<file path="config.mk">
export PLATFORM = sky130hd
export DESIGN_NAME = versat_engine
export DESIGN_NICKNAME = d
export VERILOG_FILES = /design/src/versat_pkg.sv /design/src/config_regs.sv /design/src/stream_read.sv /design/src/muladd.sv /design/src/stream_write.sv /design/src/versat_engine.sv
export VERILOG_INCLUDE_DIRS = /design/src
export SDC_FILE = /design/constraint.sdc
export NUM_CORES = 2
export LEC_CHECK = 0
export ABC_AREA = 1
export BUFFER_PORTS_ARGS = -buffer_cell sky130_fd_sc_hd__buf_2
export CAP_MARGIN = 20
export CORE_MARGIN = 3
export CORE_UTILIZATION = 40
export CTS_CLUSTER_DIAMETER = 80
export DETAILED_ROUTE_END_ITERATION = 10
export PLACE_DENSITY = 0.65
export SYNTH_ARGS = -nofsm -noshare
export SYNTH_HDL_FRONTEND = slang
export SYNTH_SLANG_ARGS = --single-unit
</file>
<file path="constraint.sdc">
create_clock -name clk -period 7.71 [get_ports clk]
set_input_delay 1.542 -clock clk [delete_from_list [all_inputs] [get_ports clk]]
set_output_delay 1.542 -clock clk [all_outputs]
set_load 0.05 [all_outputs]
</file>
<file path="src/versat_macros.svh">
`ifndef VERSAT_MACROS_SVH
`define VERSAT_MACROS_SVH

// Operand and result word width.
`define DATA_W 16

// Address width of every local memory.
`define MEM_ADDR_W 6

// Accumulation period and iteration count widths.
`define PERIOD_W 4
`define ITER_W 6

// Start delay width of each unit.
`define DELAY_W 5

// Host configuration write data.
`define CFG_DATA_W 16

`endif

</file>
<file path="src/versat_pkg.sv">
package versat_pkg;

   // -------------------------------------------------------------------
   // Multiply-accumulate opcodes
   // -------------------------------------------------------------------

   // Slot 0 always loads the product.
   typedef enum logic {
      op_macc = 1'b0,
      op_msub = 1'b1
   } muladd_op_t;

   // -------------------------------------------------------------------
   // Configuration register map
   // -------------------------------------------------------------------
   typedef enum logic [3:0] {
      reg_opcode     = 4'd0,
      reg_iterations = 4'd1,
      reg_period     = 4'd2,
      reg_rd0_delay  = 4'd3,
      reg_rd1_delay  = 4'd4,
      reg_mac_delay  = 4'd5,
      reg_wr_delay   = 4'd6,
      reg_rd0_base   = 4'd7,
      reg_rd1_base   = 4'd8,
      reg_wr_base    = 4'd9
   } cfg_addr_t;

endpackage

</file>
<file path="src/config_regs.sv">
`timescale 1ns/100ps
`include "versat_macros.svh"

module config_regs (
   input  logic                         clk,
   input  logic                         rst,

   // Host write port.
   input  logic                         cfg_we,
   input  versat_pkg::cfg_addr_t        cfg_addr,
   input  logic [`CFG_DATA_W-1:0]       cfg_data,

   // Configuration levels to the units.
   output versat_pkg::muladd_op_t       opcode,
   output logic [`ITER_W-1:0]           iterations,
   output logic [`PERIOD_W-1:0]         period,
   output logic [`DELAY_W-1:0]          rd0_delay,
   output logic [`DELAY_W-1:0]          rd1_delay,
   output logic [`DELAY_W-1:0]          mac_delay,
   output logic [`DELAY_W-1:0]          wr_delay,
   output logic [`MEM_ADDR_W-1:0]       rd0_base,
   output logic [`MEM_ADDR_W-1:0]       rd1_base,
   output logic [`MEM_ADDR_W-1:0]       wr_base
);

   // -------------------------------------------------------------------
   // Register file
   // -------------------------------------------------------------------

   // Each field takes the low bits of the write data.
   always_ff @(posedge clk or posedge rst) begin
      if (rst) begin
         opcode     <= versat_pkg::op_macc;
         iterations <= '0;
         period     <= '0;
         rd0_delay  <= '0;
         rd1_delay  <= '0;
         mac_delay  <= '0;
         wr_delay   <= '0;
         rd0_base   <= '0;
         rd1_base   <= '0;
         wr_base    <= '0;
      end else if (cfg_we) begin
         case (cfg_addr)
            versat_pkg::reg_opcode: begin
               opcode <= versat_pkg::muladd_op_t'(cfg_data[0]);
            end
            versat_pkg::reg_iterations: begin
               iterations <= cfg_data[`ITER_W-1:0];
            end
            versat_pkg::reg_period: begin
               period <= cfg_data[`PERIOD_W-1:0];
            end
            versat_pkg::reg_rd0_delay: begin
               rd0_delay <= cfg_data[`DELAY_W-1:0];
            end
            versat_pkg::reg_rd1_delay: begin
               rd1_delay <= cfg_data[`DELAY_W-1:0];
            end
            versat_pkg::reg_mac_delay: begin
               mac_delay <= cfg_data[`DELAY_W-1:0];
            end
            versat_pkg::reg_wr_delay: begin
               wr_delay <= cfg_data[`DELAY_W-1:0];
            end
            versat_pkg::reg_rd0_base: begin
               rd0_base <= cfg_data[`MEM_ADDR_W-1:0];
            end
            versat_pkg::reg_rd1_base: begin
               rd1_base <= cfg_data[`MEM_ADDR_W-1:0];
            end
            versat_pkg::reg_wr_base: begin
               wr_base <= cfg_data[`MEM_ADDR_W-1:0];
            end
            default: begin
               // Unmapped addresses are ignored.
            end
         endcase
      end
   end

endmodule

</file>
<file path="src/stream_read.sv">
`timescale 1ns/100ps
`include "versat_macros.svh"

module stream_read (
   input  logic                         clk,
   input  logic                         rst,
   input  logic                         run,

   // Host write port into the local memory.
   input  logic                         mem_we,
   input  logic [`MEM_ADDR_W-1:0]       mem_addr,
   input  logic signed [`DATA_W-1:0]    mem_wdata,

   // Configuration.
   input  logic [`MEM_ADDR_W-1:0]       base,
   input  logic [`DELAY_W-1:0]          delay,
   input  logic [`ITER_W-1:0]           iterations,
   input  logic [`PERIOD_W-1:0]         period,

   // Operand stream.
   output logic signed [`DATA_W-1:0]    data,
   output logic                         done
);

   localparam int depth = 1 << `MEM_ADDR_W;

   logic signed [`DATA_W-1:0]           mem [0:depth-1];

   logic                                busy;
   logic [`DELAY_W-1:0]                 dly_cnt;
   logic [`ITER_W+`PERIOD_W-1:0]        total;
   logic [`ITER_W+`PERIOD_W-1:0]        idx;
   logic [`ITER_W+`PERIOD_W-1:0]        idx_next;
   logic [`MEM_ADDR_W-1:0]              rd_addr;

   // Number of elements in one run.
   assign total    = iterations * period;
   assign idx_next = idx + 1'b1;
   assign rd_addr  = base + idx[`MEM_ADDR_W-1:0];

   // -------------------------------------------------------------------
   // Address generator
   // -------------------------------------------------------------------

   // One address per cycle once the delay has expired.
   always_ff @(posedge clk or posedge rst) begin
      if (rst) begin
         busy    <= 1'b0;
         dly_cnt <= '0;
         idx     <= '0;
         done    <= 1'b0;
      end else if (run) begin
         busy    <= 1'b1;
         dly_cnt <= delay;
         idx     <= '0;
         done    <= 1'b0;
      end else if (busy) begin
         if (dly_cnt != '0) begin
            dly_cnt <= dly_cnt - 1'b1;
         end else begin
            idx <= idx_next;
            // Also ends a run that has no elements at all.
            if (idx_next >= total) begin
               busy <= 1'b0;
               done <= 1'b1;
            end
         end
      end
   end

   // -------------------------------------------------------------------
   // Local memory
   // -------------------------------------------------------------------

   // Synchronous read, data follows the address by one cycle.
   always_ff @(posedge clk) begin
      if (mem_we) begin
         mem[mem_addr] <= mem_wdata;
      end
      data <= mem[rd_addr];
   end

endmodule

</file>
<file path="src/muladd.sv">
`timescale 1ns/100ps
`include "versat_macros.svh"

module muladd (
   input  logic                         clk,
   input  logic                         rst,
   input  logic                         run,

   // Operand streams.
   input  logic signed [`DATA_W-1:0]    in0,
   input  logic signed [`DATA_W-1:0]    in1,

   // Configuration.
   input  versat_pkg::muladd_op_t       opcode,
   input  logic [`ITER_W-1:0]           iterations,
   input  logic [`PERIOD_W-1:0]         period,
   input  logic [`DELAY_W-1:0]          delay0,

   // Accumulated result.
   output logic signed [`DATA_W-1:0]    out0,
   output logic                         done
);

   logic [`DELAY_W:0]                   dly_cnt;
   logic [`ITER_W-1:0]                  cur_iter;
   logic [`PERIOD_W-1:0]                cur_period;
   logic [`ITER_W:0]                    iter_next;
   logic [`PERIOD_W:0]                  period_next;

   logic signed [`DATA_W-1:0]           in0_reg;
   logic signed [`DATA_W-1:0]           in1_reg;
   logic signed [2*`DATA_W-1:0]         product;
   logic signed [2*`DATA_W-1:0]         acc;
   logic signed [2*`DATA_W-1:0]         acc_out;

   // One bit wider so the wrap compare cannot overflow.
   assign iter_next   = cur_iter + 1'b1;
   assign period_next = cur_period + 1'b1;

   // -------------------------------------------------------------------
   // Period and iteration control
   // -------------------------------------------------------------------

   // Two extra delay cycles cover the input and product registers.
   always_ff @(posedge clk or posedge rst) begin
      if (rst) begin
         done       <= 1'b0;
         dly_cnt    <= '0;
         cur_iter   <= '0;
         cur_period <= '0;
      end else if (run) begin
         dly_cnt <= delay0 + 2'd2;
         done    <= 1'b0;
      end else if (dly_cnt != '0) begin
         dly_cnt <= dly_cnt - 1'b1;
         if (iterations == '0) begin
            done <= 1'b1;
         end
         cur_iter   <= '0;
         cur_period <= '0;
      end else if (!done) begin
         cur_period <= period_next[`PERIOD_W-1:0];
         if (period_next >= period) begin
            cur_period <= '0;
            cur_iter   <= iter_next[`ITER_W-1:0];
            if (iter_next >= iterations) begin
               done <= 1'b1;
            end
         end
      end
   end

   // -------------------------------------------------------------------
   // Multiply-accumulate datapath
   // -------------------------------------------------------------------

   // Slot 0 reloads the accumulator with a fresh product.
   always_ff @(posedge clk) begin
      in0_reg <= in0;
      in1_reg <= in1;
      product <= in0_reg * in1_reg;
      if (cur_period == '0) begin
         acc <= product;
      end else if (opcode == versat_pkg::op_macc) begin
         acc <= acc + product;
      end else begin
         acc <= acc - product;
      end
      acc_out <= acc;
   end

   // Truncated to the word width.
   assign out0 = acc_out[`DATA_W-1:0];

endmodule

</file>
<file path="src/stream_write.sv">
`timescale 1ns/100ps
`include "versat_macros.svh"

module stream_write (
   input  logic                         clk,
   input  logic                         rst,
   input  logic                         run,

   // Result stream.
   input  logic signed [`DATA_W-1:0]    in0,

   // Configuration.
   input  logic [`MEM_ADDR_W-1:0]       base,
   input  logic [`DELAY_W-1:0]          delay,
   input  logic [`ITER_W-1:0]           iterations,
   input  logic [`PERIOD_W-1:0]         period,

   // Host read port.
   input  logic [`MEM_ADDR_W-1:0]       res_addr,
   output logic signed [`DATA_W-1:0]    res_rdata,
   output logic                         done
);

   localparam int depth = 1 << `MEM_ADDR_W;

   logic signed [`DATA_W-1:0]           mem [0:depth-1];

   logic                                busy;
   logic [`DELAY_W-1:0]                 dly_cnt;
   logic [`PERIOD_W-1:0]                slot;
   logic [`ITER_W-1:0]                  iter;
   logic [`PERIOD_W:0]                  slot_next;
   logic [`ITER_W:0]                    iter_next;
   logic                                wr_req;
   logic                                wr_last;
   logic [`MEM_ADDR_W-1:0]              wr_addr;

   assign slot_next = slot + 1'b1;
   assign iter_next = iter + 1'b1;

   // -------------------------------------------------------------------
   // Write address generator
   // -------------------------------------------------------------------

   // The write request is registered and lands one cycle after slot 0.
   always_ff @(posedge clk or posedge rst) begin
      if (rst) begin
         busy    <= 1'b0;
         dly_cnt <= '0;
         slot    <= '0;
         iter    <= '0;
         wr_req  <= 1'b0;
         wr_last <= 1'b0;
         wr_addr <= '0;
         done    <= 1'b0;
      end else begin
         wr_req <= 1'b0;
         if (wr_req && wr_last) begin
            done <= 1'b1;
         end
         if (run) begin
            busy    <= 1'b1;
            dly_cnt <= delay;
            slot    <= '0;
            iter    <= '0;
            done    <= 1'b0;
         end else if (busy) begin
            if (dly_cnt != '0) begin
               dly_cnt <= dly_cnt - 1'b1;
            end else if (iterations == '0) begin
               busy <= 1'b0;
               done <= 1'b1;
            end else begin
               if (slot == '0) begin
                  wr_req  <= 1'b1;
                  wr_addr <= base + iter;
                  wr_last <= (iter_next >= iterations);
               end
               if (slot_next >= period) begin
                  slot <= '0;
                  iter <= iter_next[`ITER_W-1:0];
                  if (iter_next >= iterations) begin
                     busy <= 1'b0;
                  end
               end else begin
                  slot <= slot_next[`PERIOD_W-1:0];
               end
            end
         end
      end
   end

   // Result memory with a registered host read.
   always_ff @(posedge clk) begin
      if (wr_req) begin
         mem[wr_addr] <= in0;
      end
      res_rdata <= mem[res_addr];
   end

endmodule

</file>
<file path="src/versat_engine.sv">
`timescale 1ns/100ps
`include "versat_macros.svh"

module versat_engine (
   input  logic                         clk,
   input  logic                         rst,
   input  logic                         run,

   // Configuration writes.
   input  logic                         cfg_we,
   input  versat_pkg::cfg_addr_t        cfg_addr,
   input  logic [`CFG_DATA_W-1:0]       cfg_data,

   // Operand memory writes, mem_sel picks memory 0 or 1.
   input  logic                         mem_we,
   input  logic                         mem_sel,
   input  logic [`MEM_ADDR_W-1:0]       mem_addr,
   input  logic signed [`DATA_W-1:0]    mem_wdata,

   // Result readback.
   input  logic [`MEM_ADDR_W-1:0]       res_addr,
   output logic signed [`DATA_W-1:0]    res_rdata,
   output logic                         done
);

   versat_pkg::muladd_op_t              opcode;
   logic [`ITER_W-1:0]                  iterations;
   logic [`PERIOD_W-1:0]                period;
   logic [`DELAY_W-1:0]                 rd0_delay;
   logic [`DELAY_W-1:0]                 rd1_delay;
   logic [`DELAY_W-1:0]                 mac_delay;
   logic [`DELAY_W-1:0]                 wr_delay;
   logic [`MEM_ADDR_W-1:0]              rd0_base;
   logic [`MEM_ADDR_W-1:0]              rd1_base;
   logic [`MEM_ADDR_W-1:0]              wr_base;

   logic signed [`DATA_W-1:0]           rd0_data;
   logic signed [`DATA_W-1:0]           rd1_data;
   logic signed [`DATA_W-1:0]           mac_out;
   logic                                rd0_done;
   logic                                rd1_done;
   logic                                mac_done;
   logic                                wr_done;

   // -------------------------------------------------------------------
   // Units
   // -------------------------------------------------------------------
   config_regs i_config_regs (
      .clk, .rst, .cfg_we, .cfg_addr, .cfg_data,
      .opcode, .iterations, .period,
      .rd0_delay, .rd1_delay, .mac_delay, .wr_delay,
      .rd0_base, .rd1_base, .wr_base
   );

   stream_read i_stream_read0 (
      .clk, .rst, .run,
      .mem_we(mem_we & ~mem_sel), .mem_addr, .mem_wdata,
      .base(rd0_base), .delay(rd0_delay), .iterations, .period,
      .data(rd0_data), .done(rd0_done)
   );

   stream_read i_stream_read1 (
      .clk, .rst, .run,
      .mem_we(mem_we & mem_sel), .mem_addr, .mem_wdata,
      .base(rd1_base), .delay(rd1_delay), .iterations, .period,
      .data(rd1_data), .done(rd1_done)
   );

   muladd i_muladd (
      .clk, .rst, .run, .in0(rd0_data), .in1(rd1_data),
      .opcode, .iterations, .period, .delay0(mac_delay),
      .out0(mac_out), .done(mac_done)
   );

   stream_write i_stream_write (
      .clk, .rst, .run, .in0(mac_out),
      .base(wr_base), .delay(wr_delay), .iterations, .period,
      .res_addr, .res_rdata, .done(wr_done)
   );

   // Finished when every unit is.
   assign done = rd0_done & rd1_done & mac_done & wr_done;

endmodule

</file>
==> run_results.csv <==
group,metric,value,unit
outcome,status,"finished clean",
job,cap_viol_max_count,0,
synth,synthCells,10900,
clock_network,cts_root_buffer,"clkbuf_16",
layout,synthToLayoutAreaGrowth,12.3,%
clock_network,htree_levels,5,
floorplan,fp.dieH,591,µm
critical_path,crit_path_max_fanout,16,
timing,final-hold-violation-count,0,
synth,yosysUniqueCellTypes,54,
floorplan,fp.dieW,591,µm
layout,multi_input_area,0.0350,mm²
clock_network,cts_resized,0,
layout,final_area,0.154,mm²
clock_network,cts.sinks,3325,
floorplan,core,0.340,mm²
floorplan,die_area,0.350,mm²
clock_network,postCtsHoldBufs,0,
floorplan,io_pins,71,
routing,dr.pass1.iters,6,
timing,slew_viol_final,0,
layout,regArea,0.0980,mm²
placed_design,dpl_cell_area,0.143,mm²
synth,ys_ff_latch,3325,
placed_design,numPortBuffers,60,
synth,synth_top_area_share,67.3,%
layout,layout-drive-gt1-share,9.19,%
clock_network,cts_setup_buffers,0,
critical_path,arrival,6040,ps
grt,grt_max_degree,189,
synth,synth.area.top_cells,"edfxtp_1 (67%), o21ai_0 (6.4%), nor2_1 (4.9%), o221ai_1 (2.7%), dfrtp_1 (2.3%)",
clock_network,clk_pin_slew_worst_paths,60,ps
timing,hold_slack,326,ps
clock_network,cts_buffers,336,
layout,fillCellCount,30100,
timing,setup_viol,0,
timing,rsz0062_at_grt,"no",
grt,grt_pass1_wl,527000,µm
routing,num_vias,88100,
grt,grt_overflow,0,
critical_path,cp.required,8460,ps
timing,skew,84.4,ps
synth,synthArstFlopShare,3.76,%
floorplan,rows,214,
routing,drc_errors,0,
pwr,ir_worst_vdd,0.837,mV
grt,antenna_found_initial,6,
pwr,leakagePower,51.9,nW
floorplan,initial_core_util,40.3,%
critical_path,rrSetupSlack,2420,ps
synth,synth_fp_nets,11200,
critical_path,cp-end-kind,"flip-flop",
layout,final_nets,11200,
synth,yosysMostFrequentCell,"edfxtp_1",
clock_network,clk_latency,930,ps
pwr,power_density,400,mW/mm²
clock_network,cts_tree,"built",
routing,drtIter0Drc,9614,
routing,vias_per_cell,5.61,
timing,fmax,189,MHz
synth,synth_area,0.137,mm²
layout,top_regs,"i_stream_read0.mem x1024, i_stream_read1.mem x1024, i_stream_write.mem x1024",
timing,worst_slew_pin_slew,1150,ps
synth,synth_top_area_cell,"edfxtp_1",
placed_design,dp_hpwl,193000,µm
synth,synth_sequential_area_ratio,71.5,%
grt,grtUsageTotal,19.6,%
clock_network,clock_path_buffers,4,
synth,netlist_top_cells_count,"edfxtp_1 (3,072), nor2_1 (1,798), o21ai_0 (1,742)",
synth,syn-mean-instance-area,12.5,µm²
timing,setup_tns,0,ps
critical_path,path_class,"reg2reg",
placed_design,routabilityCongestion,0.830,
worst_hold_path,hold_class,"reg2reg",
critical_path,start_kind,"flip-flop",
synth,ys.warnings.count,0,
synth,synth_edf_count,3072,
timing,finalCritPeriodShare,68.6,%
synth,synth_top_flop_cell,"edfxtp_1",
pwr,power,61.5,mW
routing,wire_per_inst,22.5,µm
timing,relSlewSlack,23.3,%
routing,drtAntennaViolNets,0,
timing,period_minus_slack,5290,ps
layout,utilization,45.2,%
routing,wirelength,354000,µm
grt,grt_pass1_vias,82900,
[cells in the final DEF, fill, tap and decap left out, types with 23 or more instances in the layout]
cell,count
inv_1,445
ha_1,156
nor3_1,23
o211ai_1,64
xor2_1,50
clkbuf_16,349
xnor2_1,26
nor3_2,107
nor2_1,1791
clkbuf_1,67
dfxtp_1,112
o21ai_0,1742
a21oi_1,141
o21ai_1,135
clkinv_2,53
edfxtp_1,3072
nand3_1,459
buf_4,303
nand2_1,731
o22ai_1,331
fa_1,89
buf_2,41
dfrtp_1,125
clkinv_1,82
o221ai_1,430
nand4_1,25
[path summary, 6_finish.rpt]
check / startpoint / to / cells past startpoint
min reg2reg: i_stream_read1.data[14] / i_muladd.in1_reg[14] / 0
max in group asynchronous: rst / i_config_regs.wr_base[1] / 3
min: i_stream_read1.data[14] / i_muladd.in1_reg[14] / 0
min in group asynchronous: rst / i_stream_read0.dly_cnt[4] / 2
max reg2reg: i_muladd.in1_reg[1] / i_muladd.product[14] / 19
max: i_muladd.in1_reg[1] / i_muladd.product[14] / 19
[critical path, stage by stage (launching register included)]
cell     delay [ps]
dfxtp_1         710
nand2_1         200
fa_1            550
fa_1            590
fa_1            450
fa_1            550
inv_1            50
fa_1            480
inv_1            50
fa_1            470
inv_1            40
ha_1            320
a21oi_1         150
nand2_1         100
nand2_1          70
nand2_1          50
a21oi_1         160
inv_1            60
nand2_1          50
nand2_1          40
[logic make-up after synthesis]
logic type / after synthesis / synth area share (%)
compound gates: 2877 / 12.2
buf+inv: 1192 / 3.60
simple gates: 3190 / 9.42
flops: 3325 / 71.5
xor+xnor: 83 / 0.542
fa+ha+maj: 249 / 2.77
[cell type report]
cell class | count | area share (%)
Tap cell | 4536 | 3.69
Timing Repair Buffer | 363 | 1.84
Clock inverter | 187 | 0.960
Clock buffer | 426 | 5.93
Antenna cell | 7 | 0.0114
Sequential cell | 3325 | 63.7
Multi-Input combinational cell | 6399 | 22.7
Inverter | 469 | 1.20
[stage by stage]
step | instances | worst slack [ps]
final | 15700 | 2420
after global routing | 15700 | 2130
after CTS | 15700 | 2410
after detailed placement | 15100 | 2460
after global placement | 15100 | 2520
after floorplan | 10900 | 2720
[power breakdown]
part	internal, mW	switching (mW)
clock	8.96	6.82
sequential	21.2	0.645
combinational	7.83	16.0
[layer usage]
layer | global-route usage, % | share of wire (%)
met4 | 7.00 | 3.5
met1 | 27.0 | 41
met2 | 31.7 | 48
met3 | 2.90 | 7.9
met5 | 0 | 0.0023
Note: power is estimated with default switching activity, not from simulation.
